[src/agc_defines.svh]
`ifndef AGC_DEFINES_SVH
`define AGC_DEFINES_SVH

// Datapath widths
`define AGC_LANES               8
`define AGC_IN_BITS             12
`define AGC_OUT_BITS            5
`define AGC_SCALE_BITS          17
`define AGC_SCALE_FRAC          12      // Fraction bits of the scale
`define AGC_OFFSET_BITS         16      // Units of 1/16 output LSB
`define AGC_SUMSQ_BITS          24
`define AGC_COUNT_BITS          12

// Loop start values and limits
`define AGC_START_SCALE         1500
`define AGC_START_OFFSET        0
`define AGC_START_SCALE_DELTA   30
`define AGC_START_OFFSET_DELTA  25
`define AGC_SCALE_MIN           300
`define AGC_SCALE_MAX           130000

// Window timing
`define AGC_WINDOW_CYCLES       256
`define AGC_BOOT_CYCLES         31
`define AGC_MS_SHIFT            11      // log2(window * lanes)
`define AGC_TARGET_MS           16
`define AGC_MS_ERR              2
`define AGC_OFFSET_ERR          5

// APB register map
`define AGC_APB_ADDR_BITS       8
`define AGC_APB_DATA_BITS       32
`define ADDR_CTRL               8'h00
`define ADDR_SCALE_DELTA        8'h04
`define ADDR_OFFSET_DELTA       8'h08
`define ADDR_SCALE              8'h0C
`define ADDR_OFFSET             8'h10
`define ADDR_SUMSQ              8'h14
`define ADDR_GT                 8'h18
`define ADDR_LT                 8'h1C
`define ADDR_LOOPS              8'h20

`endif

[src/agc_pkg.sv]
`include "agc_defines.svh"

package agc_pkg;

    // One sample lane
    typedef logic signed [`AGC_IN_BITS-1:0]  in_lane_t;
    typedef logic signed [`AGC_OUT_BITS-1:0] out_lane_t;

    // Eight lanes per clock
    typedef in_lane_t  [`AGC_LANES-1:0] sample_in_t;
    typedef out_lane_t [`AGC_LANES-1:0] sample_out_t;

    typedef logic        [`AGC_SCALE_BITS-1:0]  scale_t;   // Unsigned, 12 fraction bits
    typedef logic signed [`AGC_OFFSET_BITS-1:0] offset_t;
    typedef logic        [`AGC_SUMSQ_BITS-1:0]  sumsq_t;
    typedef logic        [`AGC_COUNT_BITS-1:0]  count_t;

    typedef enum logic [2:0] {
        BOOT,
        CLEAR,
        MEASURE,
        CALC,
        APPLY
    } loop_state_t;

endpackage

[src/agc_scaler.sv]
`timescale 1ns/1ps
`include "agc_defines.svh"

module agc_scaler (
    input  logic                 aclk,
    input  logic                 wb_rst_i,
    input  agc_pkg::sample_in_t  dat_i,
    input  agc_pkg::scale_t      scale_i,
    input  agc_pkg::offset_t     offset_i,
    output agc_pkg::sample_out_t dat_o
);

    // Product width plus one bit for the offset sum
    localparam int PW = `AGC_IN_BITS + `AGC_SCALE_BITS + 2;
    localparam logic signed [PW-1:0] OUT_MAX = PW'(2 ** (`AGC_OUT_BITS - 1) - 1);
    localparam logic signed [PW-1:0] OUT_MIN = -PW'(2 ** (`AGC_OUT_BITS - 1));

    logic signed [`AGC_SCALE_BITS:0] scale_s;
    logic signed [PW-1:0]            offset_s;
    logic signed [PW-1:0]            mac_q [`AGC_LANES];

    assign scale_s  = $signed({1'b0, scale_i});   // Always positive
    assign offset_s = PW'(offset_i) <<< (`AGC_SCALE_FRAC - 4);

    function automatic agc_pkg::out_lane_t saturate(input logic signed [PW-1:0] v);
        logic signed [PW-1:0] s;
        s = v >>> `AGC_SCALE_FRAC;
        if (s > OUT_MAX)
            return agc_pkg::out_lane_t'(OUT_MAX);
        if (s < OUT_MIN)
            return agc_pkg::out_lane_t'(OUT_MIN);
        return agc_pkg::out_lane_t'(s);
    endfunction

    //////////////////////////////
    // Stage 1 multiply and offset
    always_ff @(posedge aclk) begin
        for (int i = 0; i < `AGC_LANES; i++) begin
            if (wb_rst_i)
                mac_q[i] <= '0;
            else
                mac_q[i] <= dat_i[i] * scale_s + offset_s;
        end
    end

    //////////////////////////////
    // Stage 2 rescale and clip to 5 bits
    always_ff @(posedge aclk) begin
        if (wb_rst_i)
            dat_o <= '0;
        else
            for (int i = 0; i < `AGC_LANES; i++)
                dat_o[i] <= saturate(mac_q[i]);
    end

endmodule

[config.mk]
export PLATFORM = sky130hd
export DESIGN_NAME = agc_scaler
export DESIGN_NICKNAME = d
export VERILOG_FILES = /design/src/agc_pkg.sv /design/src/agc_scaler.sv
export VERILOG_INCLUDE_DIRS = /design/src /design/src/src
export SDC_FILE = /design/constraint.sdc
export NUM_CORES = 2
export LEC_CHECK = 0
export BUFFER_PORTS_ARGS = -buffer_cell sky130_fd_sc_hd__buf_4
export CAP_MARGIN = 20
export CORE_MARGIN = 2
export CORE_UTILIZATION = 30
export CTS_BUF_LIST = sky130_fd_sc_hd__clkbuf_8 sky130_fd_sc_hd__clkbuf_16
export DETAILED_ROUTE_END_ITERATION = 12
export PLACE_DENSITY = 0.52
export SYNTH_ARGS = -nofsm -noshare
export SYNTH_HDL_FRONTEND = slang
export SYNTH_SLANG_ARGS = --single-unit
[constraint.sdc]
create_clock -name aclk -period 8.45 [get_ports aclk]
set_clock_uncertainty 0.2 [all_clocks]
set_input_delay 0.4225 -clock aclk [delete_from_list [all_inputs] [get_ports aclk]]
set_output_delay 0.4225 -clock aclk [all_outputs]
set_load 0.02 [all_outputs]
# [Yosys cells after proc, flatten, opt, wreduce, memory -nomap -nowiden]
# Memories as Yosys holds them, arrays and structs flattened.
# Cells that the tools add are included.
[classes] add_sub_neg=8 n_mul=8 magnitude_cmp=16 mux=83 n_bitwise=8
[ops] cell="adder 30 x 24 -> 31 bit" count=8
[ops] cell="2-to-1 mux 31 bit" count=8
[ops] cell="multiplier 12 x 18 -> 30 bit" count=8
[ops] cell="2-to-1 mux 5 bit" count=32
[ops] cell="greater-than comparator 19 x 5 -> 1 bit (second input constant)" count=8
[ops] cell="< comparator 19 x 5 -> 1 bit (second input constant)" count=8
[ops] cell="2-to-1 mux 1 bit" count=43
[ops] cell="bitwise OR 1 bit" count=8
[word_totals] ff_bits=40 mem_bits_rw=248 in_bits=131 output_inout_bits=40 wordCells=132 memories=1
[memory_table] memory="mac_q" words=8 width=31 rd=8 rd_ports_with_merged_regs=0 write_ports=8 line_no="agc_scaler.sv:20" source="logic signed [PW-1:0] mac_q [`AGC_LANES];"

# [Longest topological paths before layout]
# An unclocked memory read counts as a cell.
[depth] ltp_word=8 mapped_depth=25 ltp_nobuf=22

# [Worst setup path before layout]
# No wires, ideal clock.
[synth_path] path_kind="input to register" start="input port scale_i[8]" end="memory mac_q[0][120] in the netlist's numbering" setup_ns=0.115 t_arrival_ns=6.238 required_time_ns=8.135 slack_ns=1.896 path_stages=19 path_buffers=3 path_cell_list="clkbuf_1 -> clkbuf_1 -> clkbuf_1 -> nand2_1 -> fa_1 -> fa_1 -> inv_1 -> fa_1 -> fa_1 -> fa_1 -> fa_1 -> ha_1 -> and3_1 -> a221o_1 -> a21o_4 -> a311oi_2 -> nor4b_1 -> or4_1 -> and3_1"
[synth_lines] element="from (decl)" line_no="agc_scaler.sv:8" source="input agc_pkg::scale_t scale_i,"
[synth_lines] element="to (decl)" line_no="agc_scaler.sv:20"

==> impl_metrics.sql <==
INSERT INTO impl_metrics (metric_group, metric, value, unit) VALUES
('yosys', 'post_synthesis_cell_type_count', '66', ''),
('clock_network', 'tritoncts.num_buffers', '17', ''),
('yosys', 'average_size_of_a_mapped_cell', '9.11', 'µm²'),
('cells_and_area', 'flow.area_growth_from_synthesis', '7.71', '%'),
('clock_network', 'htree_levels', '4', ''),
('floorplan', 'placeableCoreArea', '200000', 'µm²'),
('yosys', 'synth_area_leader_cell', 'sky130_fd_sc_hd__fa_1', ''),
('yosys', 'synth_compound_area_share', '4.05', '%'),
('global_routing', 'all_layer_global_routing_usage', '17.5', '%'),
('setup_path', 'r2r_setup_slack', '6.62', 'ns'),
('yosys', 'count_leader_synth', 'sky130_fd_sc_hd__fa_1', ''),
('routing', 'routed-via-count', '43100', ''),
('yosys', 'synth.area.mux_share', '0.0352', '%'),
('setup_path', 'cp.required', '8.67', 'ns'),
('sta', 'slew_viol_final', '0', ''),
('sta', 'setup_repair_after_global_routing_missed_its_margin', 'no', ''),
('power', 'cellPowerDensity', '419', 'nW/µm²'),
('setup_path', 'timing.critical_path.fanout_max', '66', ''),
('floorplan', 'ios', '171', ''),
('global_routing', 'grt_pass1_vias', '47300', ''),
('setup_path', 'start_kind', 'input pin', ''),
('yosys', 'combinational_family_with_the_most_area_after_synthesis', 'adder cells', ''),
('clock_network', 'cts_tree', 'built', ''),
('yosys', 'synthSimpleGateAreaFrac', '17.2', '%'),
('yosys', 'async_reset_ff_share', '0', '%'),
('clock_network', 'worst_skew_pair.late_latency', '0.57', 'ns'),
('sta', 'layout_worst_path_cycle_share', '77.9', '%'),
('routing', 'drt_pass1_iterations', '5', ''),
('sta', 'smallest_setup_slack_after_layout', '1.86', 'ns'),
('setup_path', 'critical-path-top-cell-by-count', 'sky130_fd_sc_hd__fa_1', ''),
('cells_and_area', 'drive_above_1_share', '4.22', '%'),
('global_routing', 'largest_net_degree_at_the_start_of_global_routing', '112', ''),
('setup_path', 'critical_path_class', 'input pin to register', ''),
('run_status', 'status', 'finished clean', ''),
('sta', 'fin_tns_setup', '0', 'ns'),
('global_routing', 'wire_length_of_the_first_global_routing_pass', '273', 'mm'),
('place', 'dp_worst_setup_slack', '1.30', 'ns'),
('cells_and_area', 'fillerInstances', '20900', ''),
('clock_network', 'clk_pin_slew_worst_paths', '0.09', 'ns'),
('place', 'placement.cell_area', '64300', 'µm²'),
('setup_path', 'worstPathBufferInverterCount', '4', ''),
('global_routing', 'antenna_violations_before_repair', '22', ''),
('clock_network', 'postCtsSetupBuffers', '0', ''),
('sta', 'hold_violations', '0', ''),
('yosys', 'synth_warnings', '0', ''),
('clock_network', 'library_cell_used_as_clock_root_buffer', 'sky130_fd_sc_hd__clkbuf_16', ''),
('sta', 'final-setup-viol-count', '0', ''),
('yosys', 'post_synth_top_area_share', '45.4', '%'),
('place', 'detailedPlacementHpwl', '132', 'mm'),
('yosys', 'synth.cells.most_frequent', '1368 x sky130_fd_sc_hd__fa_1, 1348 x sky130_fd_sc_hd__inv_1, 929 x sky130_fd_sc_hd__nand2_1', ''),
('sta', 'timing.fmax', '152', 'MHz'),
('worst_hold_path', 'hold_class', 'input pin to register', ''),
('yosys', 'yosys-top-cells-area', 'sky130_fd_sc_hd__fa_1 45%, sky130_fd_sc_hd__ha_1 15%, sky130_fd_sc_hd__inv_1 8.4%', ''),
('yosys', 'syn-num-nets', '8826', ''),
('floorplan', 'initial_utilization', '30.2', '%'),
('yosys', 'synth_ff_type', 'sky130_fd_sc_hd__dfxtp_1', ''),
('sta', 'period_minus_slack', '6.59', 'ns'),
('yosys', 'post_synth_fa_ha_maj_area_fraction', '60.0', '%'),
('cells_and_area', 'net_total_in_the_final_layout', '8748', ''),
('setup_path', 'crit_family', 'adder cells', ''),
('cells_and_area', 'final_design_area_no_fill', '65000', 'µm²'),
('setup_path', 'timing.critical_path.cells', 'buf_4, buf_4, and2_1, fa_1, inv_1, fa_1, inv_1, fa_1, fa_1, fa_1, ha_1, ha_1, a21oi_1, o21ai_1, a21oi_1, o211ai_1, a2111oi_0, nor3_1, a221oi_1, xnor2_1, nor2_1', ''),
('yosys', 'synth-edff-count', '0', ''),
('routing', 'postRouteWirelength', '172', 'mm'),
('clock_network', 'postCtsHoldBufs', '0', ''),
('setup_path', 'timing.critical_path.slowest_cell_delay', '0.74', 'ns'),
('sta', 'worst_pin_slew', '1.13', 'ns'),
('yosys', 'postSynthRegisterBits', '192', ''),
('yosys', 'netlist_instances', '6623', ''),
('routing', 'post-route-drc-count', '0', ''),
('floorplan', 'die_area', '205000', 'µm²');
-- registers in the layout, indices dropped and copies added, names as in the netlist --
name and count:
dat_o 40, mac_q 152
-- power breakdown --
part           switching [mW]  leakage [nW]  total, mW  internal (mW)
Combinational            13.8          31.2       24.7           10.9
Clock                   0.499         0.305      0.934          0.435
Sequential              0.164          1.60       1.62           1.46
Total                    14.4          33.1       27.2           12.8
-- final timing paths --
| path | cells after the start | end | start |
|---|---|---|---|
| max reg2reg | 4 | dat_o[20]$_SDFF_PP0_ | mac_q[1][26]$_SDFF_PP0_ |
| min | 2 | mac_q[0][59]$_SDFF_PP0_ | wb_rst_i |
| min reg2reg | 2 | dat_o[16]$_SDFF_PP0_ | mac_q[0][106]$_SDFF_PP0_ |
| max | 21 | mac_q[1][123]$_SDFF_PP0_ | scale_i[9] |
-- metrics by stage --
stage	instances	util [%]
after global routing	9223	32.5
final	9231	32.5
after floorplan	6623	-
after CTS	9214	32.5
after global placement	9181	32.2
after detailed placement	9182	32.2
-- routing by layer --
layer	part of all wire, %	track usage [%]	vias to the layer above
li1	-	-	19700
met1	42	22.1	22400
met2	50	30.3	908
met3	4.7	2.49	180
met4	3.0	6.06	2
met5	0.0076	0	-
-- cell usage in the layout (no fill, tap or decap), types with 44 or more instances in the layout --
cell / n
sky130_fd_sc_hd__fa_1: 1368
sky130_fd_sc_hd__inv_1: 1346
sky130_fd_sc_hd__nand2_1: 929
sky130_fd_sc_hd__ha_1: 704
sky130_fd_sc_hd__and2_1: 621
sky130_fd_sc_hd__nor2_1: 352
sky130_fd_sc_hd__buf_4: 220
sky130_fd_sc_hd__dfxtp_1: 192
sky130_fd_sc_hd__a21oi_1: 120
sky130_fd_sc_hd__xnor2_1: 81
sky130_fd_sc_hd__a21o_1: 67
sky130_fd_sc_hd__nor3_1: 53
sky130_fd_sc_hd__xor2_1: 52
sky130_fd_sc_hd__nand4_1: 44
-- final cells by class --
class,count,area (µm²),area share [%]
diodes,17,42.5,0.0655
clock buffers,18,439,0.676
clock inverters,14,184,0.283
inverters,1349,5070,7.79
multi-input cells,4752,50200,77.2
flip-flops and latches,192,3840,5.91
well taps,2656,3320,5.11
repair buffers,233,1900,2.92
-- cells by family after synthesis --
logic type      after synthesis
simple gates               2174
fa+ha+maj                  2072
buf+inv                    1679
compound gates              371
flops                       192
xor+xnor                    133
mux                           2
No activity file was read; power rests on OpenSTA's default activity.
