===== src/agc_defines.svh =====
`ifndef AGC_DEFINES_SVH
`define AGC_DEFINES_SVH

// Datapath widths
`define AGC_LANES               8
`define AGC_IN_BITS             12
`define AGC_OUT_BITS            5
`define AGC_SCALE_BITS          17
`define AGC_SCALE_FRAC          12      // Fraction bits of the scale
`define AGC_OFFSET_BITS         16      // Units of 1/16 output LSB
`define AGC_SUMSQ_BITS          24
`define AGC_COUNT_BITS          12

// Loop start values and limits
`define AGC_START_SCALE         1500
`define AGC_START_OFFSET        0
`define AGC_START_SCALE_DELTA   30
`define AGC_START_OFFSET_DELTA  25
`define AGC_SCALE_MIN           300
`define AGC_SCALE_MAX           130000

// Window timing
`define AGC_WINDOW_CYCLES       256
`define AGC_BOOT_CYCLES         31
`define AGC_MS_SHIFT            11      // log2(window * lanes)
`define AGC_TARGET_MS           16
`define AGC_MS_ERR              2
`define AGC_OFFSET_ERR          5

// APB register map
`define AGC_APB_ADDR_BITS       8
`define AGC_APB_DATA_BITS       32
`define ADDR_CTRL               8'h00
`define ADDR_SCALE_DELTA        8'h04
`define ADDR_OFFSET_DELTA       8'h08
`define ADDR_SCALE              8'h0C
`define ADDR_OFFSET             8'h10
`define ADDR_SUMSQ              8'h14
`define ADDR_GT                 8'h18
`define ADDR_LT                 8'h1C
`define ADDR_LOOPS              8'h20

`endif


===== src/agc_pkg.sv =====
`include "agc_defines.svh"

package agc_pkg;

    // One sample lane
    typedef logic signed [`AGC_IN_BITS-1:0]  in_lane_t;
    typedef logic signed [`AGC_OUT_BITS-1:0] out_lane_t;

    // Eight lanes per clock
    typedef in_lane_t  [`AGC_LANES-1:0] sample_in_t;
    typedef out_lane_t [`AGC_LANES-1:0] sample_out_t;

    typedef logic        [`AGC_SCALE_BITS-1:0]  scale_t;   // Unsigned, 12 fraction bits
    typedef logic signed [`AGC_OFFSET_BITS-1:0] offset_t;
    typedef logic        [`AGC_SUMSQ_BITS-1:0]  sumsq_t;
    typedef logic        [`AGC_COUNT_BITS-1:0]  count_t;

    typedef enum logic [2:0] {
        BOOT,
        CLEAR,
        MEASURE,
        CALC,
        APPLY
    } loop_state_t;

endpackage


===== src/agc_apb_regs.sv =====
`timescale 1ns/1ps
`include "agc_defines.svh"

module agc_apb_regs (
    input  logic                          aclk,
    input  logic                          wb_rst_i,
    input  logic                          psel_i,
    input  logic                          penable_i,
    input  logic                          pwrite_i,
    input  logic [`AGC_APB_ADDR_BITS-1:0] paddr_i,
    input  logic [`AGC_APB_DATA_BITS-1:0] pwdata_i,
    input  agc_pkg::scale_t               scale_i,
    input  agc_pkg::offset_t              offset_i,
    input  agc_pkg::sumsq_t               sumsq_i,
    input  agc_pkg::count_t               gt_i,
    input  agc_pkg::count_t               lt_i,
    input  agc_pkg::count_t               loops_i,
    output logic [`AGC_APB_DATA_BITS-1:0] prdata_o,
    output logic                          pready_o,
    output logic                          pslverr_o,
    output logic                          enable_o,
    output agc_pkg::scale_t               scale_delta_o,
    output agc_pkg::offset_t              offset_delta_o,
    output logic                          scale_wr_o,
    output logic                          offset_wr_o,
    output logic [`AGC_APB_DATA_BITS-1:0] wr_data_o
);

    localparam int DW = `AGC_APB_DATA_BITS;

    logic          wr_acc;
    logic [DW-1:0] rd_mux;

    assign pready_o  = 1'b1;   // Zero wait states
    assign pslverr_o = 1'b0;
    assign wr_acc    = psel_i && penable_i && pwrite_i;

    // Manual load strobes toward the FSM
    assign scale_wr_o  = wr_acc && (paddr_i == `ADDR_SCALE);
    assign offset_wr_o = wr_acc && (paddr_i == `ADDR_OFFSET);
    assign wr_data_o   = pwdata_i;

    always_ff @(posedge aclk) begin
        if (wb_rst_i) begin
            enable_o       <= 1'b1;
            scale_delta_o  <= agc_pkg::scale_t'(`AGC_START_SCALE_DELTA);
            offset_delta_o <= agc_pkg::offset_t'(`AGC_START_OFFSET_DELTA);
        end else if (wr_acc) begin
            case (paddr_i)
                `ADDR_CTRL:         enable_o       <= pwdata_i[0];
                `ADDR_SCALE_DELTA:  scale_delta_o  <= pwdata_i[`AGC_SCALE_BITS-1:0];
                `ADDR_OFFSET_DELTA: offset_delta_o <= pwdata_i[`AGC_OFFSET_BITS-1:0];
                default: ;
            endcase
        end
    end

    //////////////////////////////
    // Read-back
    always_comb begin
        case (paddr_i)
            `ADDR_CTRL:         rd_mux = DW'(enable_o);
            `ADDR_SCALE_DELTA:  rd_mux = DW'(scale_delta_o);
            `ADDR_OFFSET_DELTA: rd_mux = DW'($unsigned(offset_delta_o));
            `ADDR_SCALE:        rd_mux = DW'(scale_i);
            `ADDR_OFFSET:       rd_mux = DW'(offset_i);   // Sign-extended
            `ADDR_SUMSQ:        rd_mux = DW'(sumsq_i);
            `ADDR_GT:           rd_mux = DW'(gt_i);
            `ADDR_LT:           rd_mux = DW'(lt_i);
            `ADDR_LOOPS:        rd_mux = DW'(loops_i);
            default:            rd_mux = '0;
        endcase
    end

    // Captured in the setup phase, valid during access
    always_ff @(posedge aclk) begin
        if (wb_rst_i)
            prdata_o <= '0;
        else if (psel_i && !penable_i && !pwrite_i)
            prdata_o <= rd_mux;
    end

endmodule


===== config.mk =====
export PLATFORM = sky130hd
export DESIGN_NAME = agc_apb_regs
export DESIGN_NICKNAME = d
export VERILOG_FILES = /design/src/agc_pkg.sv /design/src/agc_apb_regs.sv
export VERILOG_INCLUDE_DIRS = /design/src /design/src/src
export SDC_FILE = /design/constraint.sdc
export NUM_CORES = 1
export LEC_CHECK = 0
export BUFFER_PORTS_ARGS = -buffer_cell sky130_fd_sc_hd__buf_2
export CAP_MARGIN = 20
export CORE_ASPECT_RATIO = 1.75
export CORE_MARGIN = 1.5
export CORE_UTILIZATION = 30
export CTS_CLUSTER_DIAMETER = 120
export DETAILED_ROUTE_END_ITERATION = 6
export GPL_TIMING_DRIVEN = 0
export HOLD_SLACK_MARGIN = 0.05
export SETUP_SLACK_MARGIN = 0.1
export SYNTH_ARGS = -nofsm -noshare
export SYNTH_HDL_FRONTEND = slang
export SYNTH_SLANG_ARGS = --single-unit

===== constraint.sdc =====
create_clock -name aclk -period 3.1 [get_ports aclk]
set_clock_uncertainty 0.05 [all_clocks]
set_input_delay 0.62 -clock aclk [delete_from_list [all_inputs] [get_ports aclk]]
set_output_delay 0.62 -clock aclk [all_outputs]
set_load 0.02 [all_outputs]

; Word level (Yosys, flattened, before mapping)
; Index checks and enable logic that the tools add are counted.
[totals]
register_bits = 66
latchBits = 0
ram_bits = 0
rom_bits = 0
out_inout_bits = 102
mem_count = 0
[op_classes]
add_sub_neg = 0
mul = 0
n_div = 0
magnitude_cmp = 0
eq_ne = 8
n_shift = 0
n_mux = 1
bitwise_logic = 0
reduce_logical = 12
[ops]
columns = op, n
row1 = case mux 32 bit (9 select lines), 1
row2 = == test 8 x 5 -> 1 bit (second input constant), 4
row3 = == test 8 x 4 -> 1 bit (second input constant), 2
row4 = == test 8 x 3 -> 1 bit (second input constant), 1
row5 = == test 8 x 6 -> 1 bit (second input constant), 1
row6 = zero test 8 bit, 1
row7 = logical AND 1 bit, 6
row8 = AND reduction 2 bit, 3
row9 = zero test 1 bit, 2

; Depth between registers and ports, before layout
[logic_depth]
word_depth = 3
depth_mapped = 8
ltp_nobuf = 5

; Worst setup path before layout
; No wires, ideal clock.
[synth_path]
path_kind = input port to output port
start = in paddr_i[7]
end = out scale_wr_o
t_arrival_ns = 1.863
slack_ns = 0.567
stages = 4
path_cell_list = buf_2 or4_4 or2_4 nor2_1
[synth_between]
elab_chain_len = 2
[synth_rtl]
columns = element, line
row1 = start: declaration, agc_apb_regs.sv:10  ; input logic [`AGC_APB_ADDR_BITS-1:0] paddr_i,
row2 = == test 8 x 4 -> 1 bit, -
row3 = logical AND 1 bit, agc_apb_regs.sv:39  ; assign scale_wr_o = wr_acc && (paddr_i == `ADDR_SCALE);
row4 = end: declaration, agc_apb_regs.sv:24  ; output logic scale_wr_o,
; Every way passes these cells.

; Worst setup path in the final report
[layout_path]
start = in paddr_i[3]
end = out offset_wr_o
[layout_between]
elab_chain_len = 2
[layout_rtl]
columns = element, line
row1 = == test 8 x 5 -> 1 bit, -
row2 = logical AND 1 bit, agc_apb_regs.sv:40  ; assign offset_wr_o = wr_acc && (paddr_i == `ADDR_OFFSET);
row3 = end: declaration, agc_apb_regs.sv:25  ; output logic offset_wr_o,
; Every way passes these cells.

==> impl_metrics.yaml <==
timing:
  hold_viol_final: 0
  period_share: 0.9200
  setup_viol_count_final: 0
  rsz0062_at_grt: "no"
  holdWs_ps: 399.8
  tightestPinTransition_ps: 1074
  max_slew_margin: 0.2781
  period_minus_slack_ps: 2852
  fmax_mhz: 350.6
  tns_ps: 0
  drv_slew: 0
yosys:
  ys_seq_area_frac: 0.3238
  yosys_warnings: 0
  ys_ff_latch: 59
  syn-instance-count: 444
  synth_nets: 582
  mappedNetlistArea_um2: 3647
  synth_ff_type: "dfxtp_1"
  synth_cell_types: 56
  synth_edf_count: 0
  async_flop_share: 0
  avgSynthCellArea_um2: 8.215
die:
  core-area_um2: 11940
  std_cell_rows: 53
  die_h_um: 148.9
  initial_core_util: 0.3056
  dieArea_um2: 12850
  ioPinCount: 240
  die_w_um: 86.35
finish:
  area_delta_synth_final_pct: 42.23
  drive_gt1_frac: 0.4845
  finalNetCount: 810
  final_cell_mix: "buf_2 (227), nand2_1 (86), dfxtp_1 (59)"
  final_common_cell: "buf_2"
drt:
  postRouteAntennaNets: 0
  dr.pass1.iters: 4
  drt_iter0_markers: 180
  drc: 0
  dr_total_vias: 4215
  vias_per_cell: 5.172
  finalWirelength_mm: 15.59
  wire_per_inst_um: 19.13
worst_setup_path:
  r2r_slack_ps: 1610
  crit_fanout: 10
  critical-path-slowest-cell: "nor2_1"
  cp_common_cell: "buf_2"
  cp-end-kind: "output pin"
  critPathRequiredTime_ps: 2430
  crit_chain: "buf_2 -> clkbuf_1 -> nor2_1 -> nand2_1 -> nor3_1 -> buf_2"
  crit_path_start_kind: "input pin"
  crit_type: "input pin to output pin"
  worstPathArrival_ps: 2180
  slowest_delay_ps: 370
global_route:
  track_usage: 0.2396
  first_global_vias: 4242
  grt_max_degree: 11
  grt_pass1_wl_mm: 22.87
  overflow: 0
  antenna_found_initial: 1
power_and_ir_drop:
  power.density_nw_per_um2: 388.3
  p_leak_nw: 2.483
  ir_drop_v: 0.0003154
run_status:
  outcome: "finished, final reports clean"
cts:
  ctsHoldBuffers: 0
  cts_setup_buffers: 0
  clk_latency_ps: 330
  cts_buffers: 9
  cts_buffer_depth: 2
  clk_pin_slew_ps: 50
  root_buffer: "clkbuf_16"
  clock_sinks: 59
  cts_resized: 0
  h-tree-depth: 3
  tritoncts: "yes"
place:
  place_congestion: 0.9218
  dpl.hpwl_mm: 12.86
  portBuffers: 217
job:
  maxCapViolCount: 0
worst_hold_path:
  min_path_type: "flop to flop"
==> Yosys cell counts, types with 2 or more instances <==
cell / number / area share
buf_6: 2 / 0.0062
mux2i_1: 20 / 0.055
o31ai_1: 2 / 0.0041
buf_4: 44 / 0.091
nand3b_1: 9 / 0.019
o21ai_0: 18 / 0.025
a221oi_1: 8 / 0.019
a21oi_2: 6 / 0.014
mux2_2: 5 / 0.015
nor2b_1: 5 / 0.0086
a32o_1: 2 / 0.0055
a22oi_1: 17 / 0.035
dfxtp_1: 59 / 0.32
nand3_1: 5 / 0.0069
clkbuf_1: 14 / 0.014
nor3_2: 2 / 0.0055
mux4_2: 4 / 0.025
buf_2: 10 / 0.014
nor3_1: 9 / 0.012
a21o_1: 7 / 0.014
conb_1: 2 / 0.0021
nand2_2: 6 / 0.010
nor2_1: 16 / 0.016
nor4_1: 2 / 0.0034
nand4_1: 2 / 0.0034
nand2_1: 86 / 0.089
a32oi_1: 4 / 0.0096
o2bb2ai_1: 2 / 0.0048
nor4b_2: 3 / 0.012
nor2_2: 2 / 0.0034
o22ai_1: 5 / 0.0086
nor4_2: 2 / 0.0069
a21oi_1: 28 / 0.038
o21ai_1: 9 / 0.012
a221o_1: 2 / 0.0055
and3_1: 5 / 0.0086
==> layer usage <==
metal  wire [um]  track usage  vias to the layer above
met5           0            0                        -
met4         533       0.1153                        0
met3         878      0.03486                       33
met2        8378       0.4535                      198
met1        5800       0.2513                     1972
li1            -            -                     2012
==> logic make-up after synthesis <==
kind of cell	Yosys count	share of synthesized area
other	2	0.002059
AOI/OAI and AO/OA	116	0.2096
and+or+nand+nor	166	0.2391
buffers and inverters	72	0.1304
DFF	59	0.3238
muxes	29	0.09503
==> final timing paths <==
kind / cells after the start / from / end
worst max-delay path: 6 / paddr_i[3] / offset_wr_o
worst min-delay path: 2 / prdata_o[8] / prdata_o[8]
worst max register to register: 5 / offset_delta_o[2] / prdata_o[2]
worst min register to register: 2 / prdata_o[8] / prdata_o[8]
==> layout make-up <==
type / instances / area (um2)
fill: 1261 / 6749
multi-input combinational: 313 / 1991
sequential: 59 / 1181
timing repair buffer: 217 / 1086
buffer: 72 / 475.5
clock buffer: 11 / 252.7
tap: 137 / 171.4
clock inverter: 5 / 27.53
antenna: 1 / 2.502
==> power by group <==
part           leakage [nW]  internal (mW)  switching [mW]  total, mW
logic                  1.87          0.148           0.175      0.323
clock network         0.141          0.578           0.355      0.932
registers             0.475          0.759        0.000183      0.759
==> worst max-delay path: cells and delay by family <==
| kind | cells | cell delay, ps |
|---|---|---|
| buf+inv | 3 | 690 |
| simple gates | 3 | 850 |
==> flip-flops by register name, summed over array words and instances (netlist names) <==
signal and cells:
enable_o 1, offset_delta_o 16, prdata_o 25, scale_delta_o 17
==> per-stage QoR <==
stage / utilization / std cells / cell area [um2] / power (mW) / worst slack (ps)
2_1_floorplan: - / 444 / 3647 / 0.9465 / 566.8
3_3_place_gp: 0.4109 / 798 / 4905 / 1.094 / 275.1
3_5_place_dp: 0.4109 / 798 / 4905 / 1.097 / 272.0
4_1_cts: 0.4344 / 814 / 5185 / 2.025 / 272.1
5_1_grt: 0.4346 / 815 / 5187 / 2.092 / 152.9
6_report: 0.4346 / 815 / 5187 / 2.014 / 248.1
Power figures use the tool's default switching activity.
