`src/agc_defines.svh`:
```
`ifndef AGC_DEFINES_SVH
`define AGC_DEFINES_SVH

// Datapath widths
`define AGC_LANES               8
`define AGC_IN_BITS             12
`define AGC_OUT_BITS            5
`define AGC_SCALE_BITS          17
`define AGC_SCALE_FRAC          12      // Fraction bits of the scale
`define AGC_OFFSET_BITS         16      // Units of 1/16 output LSB
`define AGC_SUMSQ_BITS          24
`define AGC_COUNT_BITS          12

// Loop start values and limits
`define AGC_START_SCALE         1500
`define AGC_START_OFFSET        0
`define AGC_START_SCALE_DELTA   30
`define AGC_START_OFFSET_DELTA  25
`define AGC_SCALE_MIN           300
`define AGC_SCALE_MAX           130000

// Window timing
`define AGC_WINDOW_CYCLES       256
`define AGC_BOOT_CYCLES         31
`define AGC_MS_SHIFT            11      // log2(window * lanes)
`define AGC_TARGET_MS           16
`define AGC_MS_ERR              2
`define AGC_OFFSET_ERR          5

// APB register map
`define AGC_APB_ADDR_BITS       8
`define AGC_APB_DATA_BITS       32
`define ADDR_CTRL               8'h00
`define ADDR_SCALE_DELTA        8'h04
`define ADDR_OFFSET_DELTA       8'h08
`define ADDR_SCALE              8'h0C
`define ADDR_OFFSET             8'h10
`define ADDR_SUMSQ              8'h14
`define ADDR_GT                 8'h18
`define ADDR_LT                 8'h1C
`define ADDR_LOOPS              8'h20

`endif

```
`src/agc_pkg.sv`:
```
`include "agc_defines.svh"

package agc_pkg;

    // One sample lane
    typedef logic signed [`AGC_IN_BITS-1:0]  in_lane_t;
    typedef logic signed [`AGC_OUT_BITS-1:0] out_lane_t;

    // Eight lanes per clock
    typedef in_lane_t  [`AGC_LANES-1:0] sample_in_t;
    typedef out_lane_t [`AGC_LANES-1:0] sample_out_t;

    typedef logic        [`AGC_SCALE_BITS-1:0]  scale_t;   // Unsigned, 12 fraction bits
    typedef logic signed [`AGC_OFFSET_BITS-1:0] offset_t;
    typedef logic        [`AGC_SUMSQ_BITS-1:0]  sumsq_t;
    typedef logic        [`AGC_COUNT_BITS-1:0]  count_t;

    typedef enum logic [2:0] {
        BOOT,
        CLEAR,
        MEASURE,
        CALC,
        APPLY
    } loop_state_t;

endpackage

```
`src/agc_loop_fsm.sv`:
```
`timescale 1ns/1ps
`include "agc_defines.svh"

module agc_loop_fsm (
    input  logic                          aclk,
    input  logic                          wb_rst_i,
    input  logic                          enable_i,
    input  agc_pkg::scale_t               scale_delta_i,
    input  agc_pkg::offset_t              offset_delta_i,
    input  logic                          scale_wr_i,
    input  logic                          offset_wr_i,
    input  logic [`AGC_APB_DATA_BITS-1:0] wr_data_i,
    input  logic                          timer_done_i,
    input  agc_pkg::sumsq_t               sumsq_i,
    input  agc_pkg::count_t               gt_i,
    input  agc_pkg::count_t               lt_i,
    output logic                          timer_start_o,
    output agc_pkg::count_t               timer_cycles_o,
    output logic                          stats_clear_o,
    output logic                          capture_o,
    output agc_pkg::scale_t               scale_o,
    output agc_pkg::offset_t              offset_o,
    output agc_pkg::count_t               loops_o
);

    localparam int CW = `AGC_COUNT_BITS;

    localparam agc_pkg::sumsq_t MS_HI     = agc_pkg::sumsq_t'(`AGC_TARGET_MS + `AGC_MS_ERR);
    localparam agc_pkg::sumsq_t MS_LO     = agc_pkg::sumsq_t'(`AGC_TARGET_MS - `AGC_MS_ERR);
    localparam agc_pkg::scale_t SCALE_MIN = agc_pkg::scale_t'(`AGC_SCALE_MIN);
    localparam agc_pkg::scale_t SCALE_MAX = agc_pkg::scale_t'(`AGC_SCALE_MAX);
    localparam logic [CW:0]     OFS_ERR   = (CW+1)'(`AGC_OFFSET_ERR);

    localparam agc_pkg::count_t BOOT_N  = agc_pkg::count_t'(`AGC_BOOT_CYCLES);
    localparam agc_pkg::count_t WIN_N   = agc_pkg::count_t'(`AGC_WINDOW_CYCLES);
    // CALC and APPLY already used two cycles of the next window
    localparam agc_pkg::count_t REWIN_N = agc_pkg::count_t'(`AGC_WINDOW_CYCLES - 2);

    agc_pkg::loop_state_t state;
    logic                 boot_started;
    agc_pkg::sumsq_t      ms;
    agc_pkg::scale_t      scale_step, new_scale;
    agc_pkg::offset_t     offset_step, new_offset;

    assign timer_start_o  = (state == agc_pkg::BOOT && !boot_started) ||
                            (state == agc_pkg::CLEAR) || (state == agc_pkg::APPLY);
    assign timer_cycles_o = (state == agc_pkg::BOOT)  ? BOOT_N :
                            (state == agc_pkg::CLEAR) ? WIN_N  : REWIN_N;
    assign stats_clear_o  = (state == agc_pkg::CLEAR);
    assign capture_o      = (state == agc_pkg::MEASURE) && timer_done_i;

    assign ms = sumsq_i >> `AGC_MS_SHIFT;   // Mean square per sample

    //////////////////////////////
    // Update rules
    always_comb begin
        scale_step = scale_o;
        if (ms > MS_HI && scale_o > SCALE_MIN)
            scale_step = scale_o - scale_delta_i;   // Too loud
        else if (ms < MS_LO && scale_o < SCALE_MAX)
            scale_step = scale_o + scale_delta_i;

        offset_step = offset_o;
        if ({1'b0, gt_i} > {1'b0, lt_i} + OFS_ERR)
            offset_step = offset_o - offset_delta_i;
        else if ({1'b0, lt_i} > {1'b0, gt_i} + OFS_ERR)
            offset_step = offset_o + offset_delta_i;
    end

    always_ff @(posedge aclk) begin
        if (wb_rst_i) begin
            state        <= agc_pkg::BOOT;
            boot_started <= 1'b0;
            scale_o      <= agc_pkg::scale_t'(`AGC_START_SCALE);
            offset_o     <= agc_pkg::offset_t'(`AGC_START_OFFSET);
            loops_o      <= '0;
        end else begin
            case (state)
                agc_pkg::BOOT: begin
                    boot_started <= 1'b1;
                    if (timer_done_i) state <= agc_pkg::CLEAR;
                end
                agc_pkg::CLEAR: state <= agc_pkg::MEASURE;
                agc_pkg::MEASURE: begin
                    if (timer_done_i) state <= agc_pkg::CALC;   // Capture goes out now
                end
                agc_pkg::CALC: state <= agc_pkg::APPLY;
                agc_pkg::APPLY: begin
                    if (enable_i) begin
                        scale_o  <= new_scale;
                        offset_o <= new_offset;
                    end
                    loops_o <= loops_o + 1'b1;
                    state   <= agc_pkg::MEASURE;
                end
                default: state <= agc_pkg::BOOT;
            endcase

            // Hand loads only with the loop off
            if (!enable_i && scale_wr_i)
                scale_o <= wr_data_i[`AGC_SCALE_BITS-1:0];
            if (!enable_i && offset_wr_i)
                offset_o <= wr_data_i[`AGC_OFFSET_BITS-1:0];
        end
    end

    always_ff @(posedge aclk) begin
        if (state == agc_pkg::CALC) begin
            new_scale  <= enable_i ? scale_step  : scale_o;
            new_offset <= enable_i ? offset_step : offset_o;
        end
    end

endmodule

```
`config.mk`:
```
export PLATFORM = sky130hd
export DESIGN_NAME = agc_loop_fsm
export DESIGN_NICKNAME = d
export VERILOG_FILES = /design/src/agc_pkg.sv /design/src/agc_loop_fsm.sv
export VERILOG_INCLUDE_DIRS = /design/src /design/src/src
export SDC_FILE = /design/constraint.sdc
export NUM_CORES = 1
export LEC_CHECK = 0
export BUFFER_PORTS_ARGS = -buffer_cell sky130_fd_sc_hd__buf_2
export CAP_MARGIN = 20
export CORE_ASPECT_RATIO = 1.75
export CORE_MARGIN = 2
export CORE_UTILIZATION = 60
export DETAILED_ROUTE_END_ITERATION = 10
export PLACE_DENSITY = 0.88
export SLEW_MARGIN = 20
export SYNTH_ARGS = -nofsm -noshare
export SYNTH_HDL_FRONTEND = slang
export SYNTH_SLANG_ARGS = --single-unit
```
`constraint.sdc`:
```
create_clock -name aclk -period 10.4 [get_ports aclk]
set_clock_uncertainty 0.1 [all_clocks]
set_input_delay 2.08 -clock aclk [delete_from_list [all_inputs] [get_ports aclk]]
set_output_delay 2.08 -clock aclk [all_outputs]
set_load 0.005 [all_outputs]
```
After elaboration in Yosys (flattened, before gate mapping) --
Cells that the tools add are included.
Word-level totals: flip-flop bits (word level) 82, latch bits 0, RAM bits 0, memory bits (read-only) 0, output and inout bits 60, logic and storage cells 62, memories 0
Cells by class: $add $sub $neg 7, multiply operators 0, divide/modulo/power cells 0, $lt $le $gt $ge 6, equality and inequality tests 6, shift operators 0, multiplexer cells 17, bitwise logic cells 0, reductions and logical operators 19
Operators with widths (number):
- $mux W17 | 6
- $mux W16 | 6
- $add A12 B3 Y13 const B | 2
- $gt A12 B13 Y1 | 2
- $mux W9 | 2
- $add A17 B17 Y17 | 1
- $gt A17 B9 Y1 const B | 1
- $lt A17 B17 Y1 const B | 1
- $sub A17 B17 Y17 | 1
- $add A16 B16 Y16 | 1
- $sub A16 B16 Y16 | 1
- $gt A13 B5 Y1 const B | 1
- $lt A13 B4 Y1 const B | 1
- $add A12 B1 Y12 const B | 1
- $pmux W3 S4 | 1
- $reduce_bool A2 Y1 | 4
- $eq A3 B2 Y1 const B | 2
- $logic_and A1 B1 Y1 | 6
- $mux W3 | 2
- $reduce_and A2 Y1 | 3
- $ne A2 B2 Y1 const B | 2
- $eq A3 B1 Y1 const B | 1
- $eq A3 B3 Y1 const B | 1
- $logic_not A3 Y1 | 1
- other kinds (3) | 5

Depth between registers and ports, before layout --
word-level depth 5, gate-level depth with buffers 16

Worst setup path after synthesis --
OpenSTA, ideal clock, no wires.
kind input -> register, start point in lt_i[0], end point reg new_offset[14] (data pin), arrival time 4665 ps, slack 5369 ps, cell stages on the path 15, cell sequence ha_1 -> o21bai_1 -> nor2_1 -> nand3_1 -> xor2_1 -> ha_1 -> a21o_1 -> a21oi_1 -> nor3b_1 -> a211oi_2 -> nor2_2 -> nand2_1 -> o221ai_1 -> a31o_2 -> o22ai_1
Between the ends: word-level cells in the longest chain between the ends 4
RTL lines:
- from (decl) | RTL line agc_loop_fsm.sv:16 | input agc_pkg::count_t lt_i,
- $add A12 B3 Y13 / $gt A12 B13 Y1 (equally long branches) | RTL line agc_loop_fsm.sv:64, agc_loop_fsm.sv:66
- $gt A12 B13 Y1 / $mux W16 (equally long branches) | RTL line agc_loop_fsm.sv:64, agc_loop_fsm.sv:66
- $mux W16 (*) | RTL line agc_loop_fsm.sv:64 | if ({1'b0, gt_i} > {1'b0, lt_i} + OFS_ERR)
- $mux W16 (*) | RTL line agc_loop_fsm.sv:110 | new_offset <= enable_i ? offset_step : offset_o;
- to (signal assigned) | RTL line agc_loop_fsm.sv:110
- to (decl) | RTL line agc_loop_fsm.sv:43 | agc_pkg::offset_t offset_step, new_offset;
Mark *: on every way between the ends. The rest lies on a longest branch, timed or not. A chain may end at the register's enable or synchronous reset.

Final worst setup path --
start point in lt_i[0], end point reg new_offset[15] (data pin)
Same word-level chain as after synthesis.

==> impl_results.md <==
* Num CTS Buffers at 9
* CTS resizes at 0
* Routed wire length at 20700 um
* CTS tree: yes
* Internal Power at 0.671 mW
* Unrepaired setup endpoints after global routing: no
* Total power density per cell area at 115 nW/um^2
* Setup repair bufs after CTS at 0
* IO Pins at 179
* Fin Setup TNS at 0 ps
* Final worst slack at 4710 ps
* Syn-to-layout area delta at 14.2%
* Crit Path Class: in2reg
* Starting Density at 61.3%
* Via/cell ratio at 6.24
* Clk slew on worst S/H paths at 60 ps
* Crit. End Element: flip-flop
* Max-slew violation count at 0
* Chip width at 89.4 um
* # hold bufs at CTS at 0
* Global route total overflow at 0
* DRC at 0
* Filler cells at 1012
* Core Util, Final at 70.0%
* Minimum clock period at 5690 ps
* Die H at 153 um
* Fraction of final layout cells sized beyond drive strength 1 at 18.1%
* Post-synthesis sequential area ratio at 25.7%
* Pre-CTS setup slack at 4500 ps
* H-tree Lvls at 3
* CP cell instances: buf_2 -> ha_1 -> o21bai_1 -> nor2_1 -> nand3_1 -> xor2_1 -> ha_1 -> a21o_1 -> a21oi_1 -> nor3b_1 -> a211o_1 -> nand2b_1 -> nor2_1 -> a21oi_1 -> o211ai_2 -> xor2_1
* YS warnings at 0
* Root buffer cell: clkbuf_16
* Peak VDD IR at 77.2 uV
* Inst Count DP at 1222
* Final net count at 1276
* Asr flop ratio synth at 0%
* Data arrival, critical path at 5680 ps
* Min-delay worst type: reg2reg
* Fin. Hold Viols at 0
* Initial antenna violation count at 2
* Die ar. at 13700 um^2
* Required @ worst endpoint at 10380 ps
* Critical path buffers and inverters at 1
* Switching portion of total power at 33.4%
* Core area at 12500 um^2
* Post-synth top flop: dfxtp_1
* Bufs on Longest Clock Path at 2
* Buffers on Ports at 149
* Seq pwr share at 36.5%
* Placed cell area at 8450 um^2
* EDFF count, synth at 33
* Slew margin rel. at 29.2%
* Syn Area/Cell at 8.13 um^2
* Vias in the first global route at 7425
* Crit path largest cell delay at 510 ps
* Pin count of the biggest net entering global routing at 50
* Synth Register Bits at 82
* Routed via count at 7741
* First-pass GRT wire length at 33800 um
* Synthesized area at 7660 um^2
* Worst-skew pair later-pin latency at 340 ps
* Post-route cell area at 8750 um^2
* Hold Slack at 395 ps
* Comb pwr share at 32.8%
* RePlAce Congestion at 0.935
* Final Non-Filler Cells at 1240
* Slowest cell on crit path: a211o_1
* Startpoint Class: input port
* Switching power at 0.337 mW
* Wire length per cell at 16.7 um
* Status: finished clean
* Max FO, Critical Path at 13
* Post-synthesis cell count at 942
* Leakage at 4.03 nW
* Initial DRC count at 405
* GR Util All Layers at 30.4%
* Drt first pass iters at 5
* Final setup fails at 0
* Clock Sinks at 82
* Dpl hpwl at 15700 um
* Max Fclk at 0.176 GHz
* Tot Pwr at 1.01 mW
* Crit-path leading delay family: compound AO/OA/AOI/OAI gates
* Worst-Margin Slew at 1060 ps
* Count of antenna-violating nets left after detailed routing at 0
* Rows at 54
* Clock Power Share at 30.7%
* Synth unique cells at 74
* Final worst path period share at 54.7%
* Max Cap Viol at 0
## power by group through the flow
stage / combinational (mW) / clock, mW / sequential [mW]
global placement: 0.314 / 0 / 0.374
global route: 0.368 / 0.322 / 0.370
detailed placement: 0.323 / 0 / 0.375
finish: 0.331 / 0.309 / 0.368
CTS: 0.326 / 0.310 / 0.368
floorplan: 0.234 / 0 / 0.370
## layout by cell type (no fill, tap or decap), types with 9 or more instances in the layout
cell	instances
a21oi_1	71
xnor2_1	11
clkbuf_16	10
a311oi_1	10
dfxtp_1	49
a221o_1	16
edfxtp_1	33
nand2_1	82
xor2_1	28
inv_1	68
nor4_1	11
o21ai_0	35
nand3_1	25
a21o_1	13
a31oi_1	12
nor2_1	113
mux2i_1	19
nand2b_1	21
o221ai_1	17
nor3_1	11
nand4_1	9
o21bai_1	10
nor2b_1	9
buf_2	149
ha_1	88
a211oi_1	22
o22ai_1	9
## logic make-up after synthesis
| kind of cell | Yosys count | share of synthesized area (%) |
|---|---|---|
| AND/OR/NAND/NOR | 309 | 18.5 |
| AO/OA/AOI/OAI | 288 | 27.3 |
| XOR/XNOR | 39 | 4.46 |
| buffers and inverters | 112 | 6.09 |
| adder cells (fa/ha/maj) | 92 | 15.4 |
| other | 1 | 0.0489 |
| flip-flops | 82 | 25.7 |
| multiplexers | 19 | 2.48 |
## area by class of cell
type	count	area, um^2	share of cell area [%]
tap	168	210	2.40
sequential	82	1970	22.5
antenna	2	5.00	0.0572
multi-input combinational	750	5230	59.8
inverter	68	255	2.92
clock inverter	4	23.8	0.272
timing repair buffer	154	783	8.95
clock buffer	12	268	3.06
## synth_stat cells, types with 11 or more instances
cell | number | area (um^2)
clkbuf_1 | 27 | 101
nand3_1 | 25 | 125
a211oi_1 | 22 | 165
a31oi_1 | 12 | 75.1
nor3_1 | 11 | 55.1
dfxtp_1 | 49 | 981
a21o_1 | 13 | 97.6
ha_1 | 88 | 1100
a221o_1 | 16 | 160
nand2b_1 | 21 | 131
xnor2_1 | 11 | 96.3
xor2_1 | 28 | 245
inv_1 | 68 | 255
nand2_1 | 82 | 308
nor4_1 | 11 | 68.8
edfxtp_1 | 33 | 991
nor2_1 | 113 | 424
o221ai_1 | 17 | 149
o21ai_0 | 35 | 175
mux2i_1 | 19 | 190
a21oi_1 | 71 | 355
## flip-flops by register name, summed over array words and instances (netlist names)
name          flops
new_offset       16
new_scale        17
scale_o          17
loops_o          12
boot_started      1
state             3
offset_o         16
## worst paths after layout
check                    start             end  slack (ps)  cells after the start
hold reg to reg   boot_started    boot_started         390                      2
setup reg to reg    scale_o[0]   new_scale[14]        7190                     12
setup / recovery       lt_i[0]  new_offset[15]        4710                     16
hold / removal    boot_started    boot_started         390                      2
## metal layers
layer	part of all wire, %	vias up	GRT usage (%)
li1	-	3702	-
met1	37	3628	33.3
met2	54	339	55.3
met3	5.4	72	3.60
met4	4.1	0	15.1
met5	0	-	0
## worst register-to-register path, stage by stage (launching register included)
cell	delay, ps
dfxtp_1	440
inv_1	80
ha_1	220
fa_1	420
nor2b_1	160
nor3_1	80
o21ai_1	210
a221o_1	290
a21oi_2	90
o21bai_2	260
a211oi_1	130
or3_1	350
a21o_1	160
No activity file was read; power rests on OpenSTA's default activity.
